`src/verilog/alu_pkg.sv`:
```
`default_nettype none

package alu_pkg;

    localparam int DEFAULT_DATA_W = 16;
    localparam int OPCODE_W       = 8;
    localparam int SEL_W          = 4;
    localparam int FLAG_W         = 4;

    // alu operations
    localparam logic [OPCODE_W-1:0] OP_NOP    = 8'h00;
    localparam logic [OPCODE_W-1:0] OP_ADD    = 8'h01;
    localparam logic [OPCODE_W-1:0] OP_SUB    = 8'h02;
    localparam logic [OPCODE_W-1:0] OP_AND    = 8'h03;
    localparam logic [OPCODE_W-1:0] OP_OR     = 8'h04;
    localparam logic [OPCODE_W-1:0] OP_NOT    = 8'h05;
    localparam logic [OPCODE_W-1:0] OP_XOR    = 8'h06;
    localparam logic [OPCODE_W-1:0] OP_RAND   = 8'h07;
    localparam logic [OPCODE_W-1:0] OP_ROR    = 8'h08;
    localparam logic [OPCODE_W-1:0] OP_RXOR   = 8'h09;
    localparam logic [OPCODE_W-1:0] OP_LSL    = 8'h0A;
    localparam logic [OPCODE_W-1:0] OP_LSR    = 8'h0B;
    localparam logic [OPCODE_W-1:0] OP_ASL    = 8'h0C;
    localparam logic [OPCODE_W-1:0] OP_ASR    = 8'h0D;
    localparam logic [OPCODE_W-1:0] OP_CSL    = 8'h0E;
    localparam logic [OPCODE_W-1:0] OP_CSR    = 8'h0F;
    localparam logic [OPCODE_W-1:0] OP_INC    = 8'h10;
    localparam logic [OPCODE_W-1:0] OP_DEC    = 8'h11;

    // stack and move operations
    localparam logic [OPCODE_W-1:0] OP_PUSH   = 8'hFB;
    localparam logic [OPCODE_W-1:0] OP_POP    = 8'hFC;
    localparam logic [OPCODE_W-1:0] OP_MOV_RA = 8'hFD;
    localparam logic [OPCODE_W-1:0] OP_MOV_AR = 8'hFE;
    localparam logic [OPCODE_W-1:0] OP_MOV_RR = 8'hFF;

    localparam logic [SEL_W-1:0] SEL_NONE   = 4'd0;
    localparam logic [SEL_W-1:0] SEL_A      = 4'd1;
    localparam logic [SEL_W-1:0] SEL_B      = 4'd2;
    localparam logic [SEL_W-1:0] SEL_C      = 4'd3;
    localparam logic [SEL_W-1:0] SEL_D      = 4'd4;
    localparam logic [SEL_W-1:0] SEL_E      = 4'd5;
    localparam logic [SEL_W-1:0] SEL_F      = 4'd6;
    // read side is R, write side is SS
    localparam logic [SEL_W-1:0] SEL_R_SS   = 4'd7;
    // read side is the immediate, write side is SP
    localparam logic [SEL_W-1:0] SEL_IMM_SP = 4'd8;

    localparam logic [1:0] FLAG_OVF   = 2'd0;
    localparam logic [1:0] FLAG_ZERO  = 2'd1;
    localparam logic [1:0] FLAG_CARRY = 2'd2;
    localparam logic [1:0] FLAG_STACK = 2'd3;

endpackage

`default_nettype wire

```
`src/verilog/alu_core.sv`:
```
`timescale 1ns/10ps
`default_nettype none

module alu_core #(
    parameter int DATA_W = 16
) (
    input  wire  [alu_pkg::OPCODE_W-1:0] opcode_i,
    input  wire  [DATA_W-1:0]            operand_a_i,
    input  wire  [DATA_W-1:0]            operand_b_i,
    output logic [DATA_W-1:0]            result_o,
    output logic                         carry_o,
    output logic                         ovf_o
);

    localparam int MSB = DATA_W - 1;

    logic [DATA_W:0] add_ext;
    logic [DATA_W:0] sub_ext;

    // one extra bit holds the carry out or the borrow
    assign add_ext = {1'b0, operand_a_i} + {1'b0, operand_b_i};
    assign sub_ext = {1'b0, operand_a_i} - {1'b0, operand_b_i};

    always_comb begin
        result_o = '0;
        carry_o  = 1'b0;
        ovf_o    = 1'b0;
        case (opcode_i)
            alu_pkg::OP_ADD: begin
                result_o = add_ext[MSB:0];
                carry_o  = add_ext[DATA_W];
                ovf_o    = (operand_a_i[MSB] == operand_b_i[MSB]) &&
                           (add_ext[MSB] != operand_a_i[MSB]);
            end
            alu_pkg::OP_SUB: begin
                result_o = sub_ext[MSB:0];
                carry_o  = sub_ext[DATA_W];
                ovf_o    = (operand_a_i[MSB] != operand_b_i[MSB]) &&
                           (sub_ext[MSB] != operand_a_i[MSB]);
            end
            alu_pkg::OP_AND: result_o = operand_a_i & operand_b_i;
            alu_pkg::OP_OR:  result_o = operand_a_i | operand_b_i;
            alu_pkg::OP_NOT: result_o = ~operand_a_i;
            alu_pkg::OP_XOR: result_o = operand_a_i ^ operand_b_i;
            // reductions land in bit 0
            alu_pkg::OP_RAND: result_o = {{(DATA_W-1){1'b0}}, &operand_a_i};
            alu_pkg::OP_ROR:  result_o = {{(DATA_W-1){1'b0}}, |operand_a_i};
            alu_pkg::OP_RXOR: result_o = {{(DATA_W-1){1'b0}}, ^operand_a_i};
            alu_pkg::OP_LSL, alu_pkg::OP_ASL: begin
                result_o = {operand_a_i[MSB-1:0], 1'b0};
                carry_o  = operand_a_i[MSB];
            end
            alu_pkg::OP_LSR: result_o = {1'b0, operand_a_i[MSB:1]};
            alu_pkg::OP_ASR: result_o = {operand_a_i[MSB], operand_a_i[MSB:1]};
            alu_pkg::OP_CSL: result_o = {operand_a_i[MSB-1:0], operand_a_i[MSB]};
            alu_pkg::OP_CSR: result_o = {operand_a_i[0], operand_a_i[MSB:1]};
            alu_pkg::OP_INC: result_o = operand_a_i + DATA_W'(1);
            alu_pkg::OP_DEC: result_o = operand_a_i - DATA_W'(1);
            default: begin
                result_o = '0;
            end
        endcase
    end

endmodule

`default_nettype wire

```
`src/verilog/stack_unit.sv`:
```
`timescale 1ns/10ps
`default_nettype none

module stack_unit #(
    parameter int DATA_W = 16
) (
    input  wire               clk,
    input  wire               rst_n,
    input  wire               push_i,
    input  wire               pop_i,
    input  wire               ss_we_i,
    input  wire               sp_we_i,
    input  wire  [DATA_W-1:0] wdata_i,
    output logic [DATA_W-1:0] addr_o,
    output logic              addr_valid_o,
    output logic              stack_flag_o
);

    logic [DATA_W-1:0] ss_q;
    logic [DATA_W-1:0] sp_q;
    logic              sp_max;
    logic              sp_zero;

    assign sp_max  = &sp_q;
    assign sp_zero = ~|sp_q;

    always_ff @(posedge clk or negedge rst_n) begin
        if (!rst_n) begin
            ss_q         <= '0;
            sp_q         <= '0;
            addr_valid_o <= 1'b0;
            stack_flag_o <= 1'b0;
        end else begin
            if (ss_we_i) begin
                ss_q <= wdata_i;
            end
            // explicit write beats the pop decrement
            if (sp_we_i) begin
                sp_q <= wdata_i;
            end else if (push_i && !sp_max) begin
                sp_q <= sp_q + DATA_W'(1);
            end else if (pop_i && !sp_zero) begin
                sp_q <= sp_q - DATA_W'(1);
            end
            addr_valid_o <= push_i || pop_i;
            if (push_i) begin
                stack_flag_o <= sp_max;
            end else if (pop_i) begin
                stack_flag_o <= sp_zero;
            end
        end
    end

    // pop reads the slot below the pointer
    always_ff @(posedge clk) begin
        if (push_i) begin
            addr_o <= ss_q + sp_q;
        end else if (pop_i) begin
            addr_o <= ss_q + sp_q - DATA_W'(1);
        end
    end

endmodule

`default_nettype wire

```
`src/verilog/register_bank.sv`:
```
`timescale 1ns/10ps
`default_nettype none

module register_bank #(
    parameter int DATA_W = 16
) (
    input  wire                          clk,
    input  wire                          rst_n,
    input  wire                          op_valid_i,
    input  wire  [alu_pkg::OPCODE_W-1:0] opcode_i,
    input  wire  [alu_pkg::SEL_W-1:0]    sel_a_i,
    input  wire  [alu_pkg::SEL_W-1:0]    sel_b_i,
    input  wire  [DATA_W-1:0]            data_i_i,
    input  wire  [DATA_W-1:0]            alu_result_i,
    input  wire                          alu_carry_i,
    input  wire                          alu_ovf_i,
    input  wire                          stack_flag_i,
    output logic [alu_pkg::OPCODE_W-1:0] alu_opcode_o,
    output logic [DATA_W-1:0]            operand_a_o,
    output logic [DATA_W-1:0]            operand_b_o,
    output logic                         push_o,
    output logic                         pop_o,
    output logic                         ss_we_o,
    output logic                         sp_we_o,
    output logic [DATA_W-1:0]            stack_wdata_o,
    output logic [DATA_W-1:0]            data_o,
    output logic                         data_valid_o,
    output logic [alu_pkg::FLAG_W-1:0]   flags_o
);

    logic [DATA_W-1:0]         gpr_q [1:6];
    logic [DATA_W-1:0]         r_q;
    logic                      ovf_q;
    logic                      zero_q;
    logic                      carry_q;
    logic [DATA_W-1:0]         rd_src [2**alu_pkg::SEL_W];
    logic                      is_alu;
    logic                      is_mov_ra;
    logic                      is_mov_ar;
    logic                      is_mov_rr;
    logic                      send;
    logic                      wr_en;
    logic                      wr_gpr;
    logic [alu_pkg::SEL_W-1:0] wr_sel;
    logic [DATA_W-1:0]         wr_data;

    // read mux shared by both operands and the outgoing data
    always_comb begin
        for (int i = 0; i < 2**alu_pkg::SEL_W; i++) begin
            rd_src[i] = '0;
        end
        for (int i = 1; i <= 6; i++) begin
            rd_src[i] = gpr_q[i];
        end
        rd_src[alu_pkg::SEL_NONE]   = '0;
        rd_src[alu_pkg::SEL_R_SS]   = r_q;
        rd_src[alu_pkg::SEL_IMM_SP] = data_i_i;
    end

    assign operand_a_o  = rd_src[sel_a_i];
    assign operand_b_o  = rd_src[sel_b_i];
    assign alu_opcode_o = opcode_i;

    assign is_alu    = op_valid_i && (opcode_i >= alu_pkg::OP_ADD) &&
                       (opcode_i <= alu_pkg::OP_DEC);
    assign push_o    = op_valid_i && (opcode_i == alu_pkg::OP_PUSH);
    assign pop_o     = op_valid_i && (opcode_i == alu_pkg::OP_POP);
    assign is_mov_ra = op_valid_i && (opcode_i == alu_pkg::OP_MOV_RA);
    assign is_mov_ar = op_valid_i && (opcode_i == alu_pkg::OP_MOV_AR);
    assign is_mov_rr = op_valid_i && (opcode_i == alu_pkg::OP_MOV_RR);
    assign send      = push_o || is_mov_ra;

    // pop targets sel_a, the moves target sel_b
    always_comb begin
        wr_en   = 1'b0;
        wr_sel  = sel_b_i;
        wr_data = data_i_i;
        if (pop_o) begin
            wr_en  = 1'b1;
            wr_sel = sel_a_i;
        end else if (is_mov_ar) begin
            wr_en = 1'b1;
        end else if (is_mov_rr) begin
            wr_en   = 1'b1;
            wr_data = operand_a_o;
        end
    end

    assign wr_gpr        = wr_en && (wr_sel >= alu_pkg::SEL_A) && (wr_sel <= alu_pkg::SEL_F);
    assign ss_we_o       = wr_en && (wr_sel == alu_pkg::SEL_R_SS);
    assign sp_we_o       = wr_en && (wr_sel == alu_pkg::SEL_IMM_SP);
    assign stack_wdata_o = wr_data;

    always_ff @(posedge clk or negedge rst_n) begin
        if (!rst_n) begin
            for (int i = 1; i <= 6; i++) begin
                gpr_q[i] <= '0;
            end
            r_q          <= '0;
            ovf_q        <= 1'b0;
            zero_q       <= 1'b0;
            carry_q      <= 1'b0;
            data_valid_o <= 1'b0;
        end else begin
            if (wr_gpr) begin
                gpr_q[wr_sel] <= wr_data;
            end
            if (is_alu) begin
                r_q     <= alu_result_i;
                ovf_q   <= alu_ovf_i;
                zero_q  <= (alu_result_i == '0);
                carry_q <= alu_carry_i;
            end
            data_valid_o <= send;
        end
    end

    always_ff @(posedge clk) begin
        if (send) begin
            data_o <= operand_a_o;
        end
    end

    always_comb begin
        flags_o                      = '0;
        flags_o[alu_pkg::FLAG_OVF]   = ovf_q;
        flags_o[alu_pkg::FLAG_ZERO]  = zero_q;
        flags_o[alu_pkg::FLAG_CARRY] = carry_q;
        flags_o[alu_pkg::FLAG_STACK] = stack_flag_i;
    end

endmodule

`default_nettype wire

```
`src/verilog/alu_top.sv`:
```
`timescale 1ns/10ps
`default_nettype none

module alu_top #(
    parameter int DATA_W = alu_pkg::DEFAULT_DATA_W
) (
    input  wire                          clk,
    input  wire                          rst_n,
    input  wire                          op_valid_i,
    input  wire  [alu_pkg::OPCODE_W-1:0] opcode_i,
    input  wire  [alu_pkg::SEL_W-1:0]    sel_a_i,
    input  wire  [alu_pkg::SEL_W-1:0]    sel_b_i,
    input  wire  [DATA_W-1:0]            data_i_i,
    output logic [DATA_W-1:0]            data_o,
    output logic                         data_valid_o,
    output logic [DATA_W-1:0]            addr_o,
    output logic                         addr_valid_o,
    output logic [alu_pkg::FLAG_W-1:0]   flags_o
);

    logic [alu_pkg::OPCODE_W-1:0] alu_opcode;
    logic [DATA_W-1:0]            operand_a;
    logic [DATA_W-1:0]            operand_b;
    logic [DATA_W-1:0]            alu_result;
    logic                         alu_carry;
    logic                         alu_ovf;
    logic                         push;
    logic                         pop;
    logic                         ss_we;
    logic                         sp_we;
    logic [DATA_W-1:0]            stack_wdata;
    logic                         stack_flag;

    alu_core #(
        .DATA_W (DATA_W)
    ) u_core (
        .opcode_i    (alu_opcode),
        .operand_a_i (operand_a),
        .operand_b_i (operand_b),
        .result_o    (alu_result),
        .carry_o     (alu_carry),
        .ovf_o       (alu_ovf)
    );

    stack_unit #(
        .DATA_W (DATA_W)
    ) u_stack (
        .clk          (clk),
        .rst_n        (rst_n),
        .push_i       (push),
        .pop_i        (pop),
        .ss_we_i      (ss_we),
        .sp_we_i      (sp_we),
        .wdata_i      (stack_wdata),
        .addr_o       (addr_o),
        .addr_valid_o (addr_valid_o),
        .stack_flag_o (stack_flag)
    );

    register_bank #(
        .DATA_W (DATA_W)
    ) u_bank (
        .clk           (clk),
        .rst_n         (rst_n),
        .op_valid_i    (op_valid_i),
        .opcode_i      (opcode_i),
        .sel_a_i       (sel_a_i),
        .sel_b_i       (sel_b_i),
        .data_i_i      (data_i_i),
        .alu_result_i  (alu_result),
        .alu_carry_i   (alu_carry),
        .alu_ovf_i     (alu_ovf),
        .stack_flag_i  (stack_flag),
        .alu_opcode_o  (alu_opcode),
        .operand_a_o   (operand_a),
        .operand_b_o   (operand_b),
        .push_o        (push),
        .pop_o         (pop),
        .ss_we_o       (ss_we),
        .sp_we_o       (sp_we),
        .stack_wdata_o (stack_wdata),
        .data_o        (data_o),
        .data_valid_o  (data_valid_o),
        .flags_o       (flags_o)
    );

endmodule

`default_nettype wire

```
`config.mk`:
```
export PLATFORM = sky130hd
export DESIGN_NAME = alu_top
export DESIGN_NICKNAME = d
export VERILOG_FILES = /design/src/verilog/alu_pkg.sv /design/src/verilog/alu_core.sv /design/src/verilog/stack_unit.sv /design/src/verilog/register_bank.sv /design/src/verilog/alu_top.sv
export SDC_FILE = /design/constraint.sdc
export NUM_CORES = 1
export LEC_CHECK = 0
export ABC_AREA = 1
export BUFFER_PORTS_ARGS = -buffer_cell sky130_fd_sc_hd__buf_2
export CAP_MARGIN = 20
export CORE_MARGIN = 5
export CORE_UTILIZATION = 50
export CTS_BUF_LIST = sky130_fd_sc_hd__clkbuf_16
export CTS_CLUSTER_SIZE = 25
export DETAILED_ROUTE_END_ITERATION = 8
export GPL_TIMING_DRIVEN = 0
export PLACE_DENSITY = 0.66
export SYNTH_ARGS = -nofsm -noshare
export SYNTH_HDL_FRONTEND = slang
export SYNTH_SLANG_ARGS = --single-unit
```
`constraint.sdc`:
```
create_clock -name clk -period 3.85 [get_ports clk]
set_input_delay 0.1925 -clock clk [delete_from_list [all_inputs] [get_ports clk]]
set_output_delay 0.1925 -clock clk [all_outputs]
set_load 0.1 [all_outputs]
```
==> results_dict.tcl <==
set metrics [dict create \
    cp_max_fo 10 \
    cts.sinks 182 \
    syn_nets 2312 \
    synth_top_cells_by_area "dfrtp_1, nand2_1, ha_1" \
    htreeDepth 4 \
    synth_top_family_by_area "simple AND/OR/NAND/NOR gates" \
    drv_slew 0 \
    port_buffers 70 \
    synth_xor_area_share_pct 3.002 \
    vias 15670 \
    min_period_ns 3.673 \
    first_pass_iters 6 \
    syn2layout_area_growth_pct 12.83 \
    maxCapViolCount 0 \
    clk_path_buf_depth 2 \
    dp_hpwl_um 43950 \
    coreArea_sq_um 29800 \
    switching_power_uw 2187 \
    synth_fa_ha_area_share_pct 9.650 \
    synthFlopType "dfrtp_1" \
    grt_usage_pct 32.82 \
    die_area_sq_um 33920 \
    critPathArrivalTime_ns 4.07 \
    power_density_nw_per_um2 333.1 \
    grt_max_degree 92 \
    post-synth-top-count-cell "nand2_1" \
    start_kind "input port" \
    rows 63 \
    clk_pin_slew_ns 0.09 \
    seqPwrFrac_pct 37.8 \
    gp_congestion 0.9976 \
    async_reset_ff_share_pct 82.42 \
    drtIter0Drc 1678 \
    hold_viol 0 \
    netlist.area_leader.share_pct 24.74 \
    avgSynthCellArea_sq_um 7.013 \
    synthMuxAreaShare_pct 0 \
    clk_latency_ns 0.45 \
    clock_skew_ns 0.01716 \
    final.period_utilization_pct 95.39 \
    wire_per_inst_um 20.93 \
    clockPowerShare_pct 31.0 \
    nets 2429 \
    setup_viol 0 \
    synthTopCellsByCount "nand2_1, o21ai_0, inv_1" \
    synthesis.area_sq_um 15170 \
    maxSlewHeadroom_pct 19.87 \
    synth_cells 2163 \
    swShare_pct 38.36 \
    netlist.top_cell.by_area "dfrtp_1" \
    combinationalPowerShare_pct 31.3 \
    overflow 0 \
    cts_tree "built" \
    ir_drop_uv 254.2 \
    antenna_found_initial 0 \
    synth-seq-area-share_pct 31.08 \
    routed_wirelength_um 56170 \
    synth_compound_area_share_pct 20.17 \
    drive_above_1_share_pct 13.61 \
    antenna_left 0 \
    status "finished, final reports clean" \
    yosys_warnings 0 \
    holdCritPathClass "input port to flop" \
    grt_pass1_vias 14760 \
    critPathKind "input port to flop" \
    internal_power_uw 3514 \
    via_per_inst 5.838 \
    fillCellCount 2945 \
    fmax_mhz 272.3 \
    r2r_slack_ns 0.28 \
    synth_edf_count 32 \
    fin_cells 2684 \
    cts-root-buf "clkbuf_16" \
    ys_ff_latch 182 \
    power_leakage_uw 0.008344 \
    grt_pass1_wl_um 85980 \
    dp_cells 2632 \
    worst_pin_slew_ns 1.194 \
    cts-buffers-inserted 17 \
    ys_types 64 \
    end_kind "flop" \
    required_ns 4.25 \
    fp.dieW_um 184.2 \
    die_y_um 184.2 \
    initial_core_util_pct 50.91 \
    synthSimpleGateAreaFrac_pct 26.77 \
    drc_errors 0 \
    io_pins 73 \
    finalCoreUtilization_pct 57.44 \
]
[cell families after synthesis]
family          Yosys count
compound gates          538
fa+ha+maj               114
flops                   182
xor+xnor                 52
buf+inv                 323
simple gates            954
[metal layers]
| metal | track usage [%] | routed length, um | up-vias |
|---|---|---|---|
| met4 | 14.88 | 2708 | 0 |
| met3 | 4.322 | 4397 | 128 |
| met5 | 0 | 0 | - |
| li1 | - | - | 7462 |
| met1 | 46.31 | 24590 | 7345 |
| met2 | 50.37 | 24470 | 733 |
[through the flow]
step	setup TNS [ns]	total power (uW)	setup slack, ns	cell area, sq um	hold WS (ns)
global placement	-16.12	3843	-1.292	16010	0.4693
CTS	0	5637	0.03461	16780	0.2302
finish	0	5701	0.1774	17120	0.2737
floorplan	0	3379	0.3838	15170	-0.1031
detailed placement	-12.82	3880	-1.273	16140	0.2305
global route	-0.06343	6007	-0.06343	17110	0.2765
[registers in the layout (all words and copies together), names as in the netlist]
signal                flops
u_bank.carry_q            1
u_bank.data_o            16
u_bank.data_valid_o       1
u_bank.gpr_q             96
u_bank.ovf_q              1
u_bank.r_q               16
u_bank.zero_q             1
u_stack.addr_o           16
u_stack.addr_valid_o      1
u_stack.sp_q             16
u_stack.ss_q             16
u_stack.stack_flag_o      1
[layout make-up]
class / instances / area, sq um / share of cell area [%]
Tap cell: 390 / 488.0 / 2.851
Antenna cell: 1 / 2.502 / 0.01462
Timing Repair Buffer: 99 / 619.3 / 3.619
Clock inverter: 15 / 136.4 / 0.7968
Buffer: 86 / 538.0 / 3.143
Multi-Input combinational cell: 1658 / 9289 / 54.27
Sequential cell: 182 / 4715 / 27.55
Clock buffer: 17 / 425.4 / 2.486
Inverter: 236 / 902.1 / 5.271
[worst max-delay path: stages]
cell      delay, ns
buf_2          0.19
nor2_4         0.17
inv_1          0.14
nor3_4         0.37
inv_1          0.14
clkbuf_4       0.26
o22ai_2        0.39
inv_1          0.13
ha_1           0.34
nor2_1         0.11
nand2_1        0.08
nand3_1        0.16
nand3_1        0.12
nand2_1        0.16
a31o_2         0.18
nand2_1        0.04
nand2_1        0.06
nor2_1         0.04
nor2_1         0.19
o211ai_1       0.24
nor2_2         0.18
nand3_1        0.10
nand2_1        0.07
[power groups by stage]
stage | combinational (uW) | clock (uW) | sequential (uW)
after floorplan | 1220 | 0 | 2160
after detailed placement | 1690 | 0 | 2190
after CTS | 1710 | 1780 | 2150
final | 1780 | 1760 | 2150
after global routing | 1970 | 1870 | 2160
after global placement | 1660 | 0 | 2190
[final timing paths]
kind,startpoint,to,cells after the start
worst max-delay path,sel_b_i[1],u_bank.zero_q$_DFFE_PN0P_,23
worst min-delay path,data_i_i[12],u_bank.data_o[12]$_DFFE_PP_,3
worst max register to register,u_bank.gpr_q[61]$_DFFE_PN0P_,u_bank.zero_q$_DFFE_PN0P_,20
worst min register to register,u_stack.ss_q[13]$_DFFE_PN0P_,u_stack.ss_q[13]$_DFFE_PN0P_,2
max in group asynchronous,rst_n,u_bank.gpr_q[9]$_DFFE_PN0P_,3
min in group asynchronous,rst_n,u_stack.sp_q[12]$_DFFE_PN0P_,2
[layout by cell type (no fill, tap or decap), types with 5 or more instances in the layout]
cell	netlist	final
o221ai_1	13	13
nand4_1	21	21
o22ai_2	0	8
o21a_1	7	7
inv_6	0	6
o211ai_1	18	18
nand2_2	14	18
clkbuf_2	4	13
o21ai_4	1	7
clkbuf_1	32	20
ha_1	109	106
nand3b_1	5	5
xnor2_1	22	22
xor2_1	30	30
o21ai_0	251	246
inv_2	12	14
buf_4	9	30
nand2_4	4	6
clkbuf_16	0	17
inv_8	1	5
nand2_1	543	537
a21o_1	5	5
nor3_1	18	15
o22ai_1	17	7
o21ai_1	33	34
a21oi_1	134	132
edfxtp_1	32	32
nor2_1	179	173
nand3_1	138	136
dfrtp_1	150	150
nor2_2	9	14
fa_1	5	5
o21ai_2	10	8
a211oi_1	18	18
buf_6	15	22
buf_2	23	93
or2_2	6	6
inv_1	219	217
[timing repair]
action | in CTS | in global routing
endpoints found under the setup margin | 15 | 9
pin swaps | 0 | 10
hold endpoints to repair | 59 | 0
gates resized for setup | 23 | 61
buffers inserted | 0 | 18
hold buffers | 1 | 0
(Power assumes the default switching activity.)
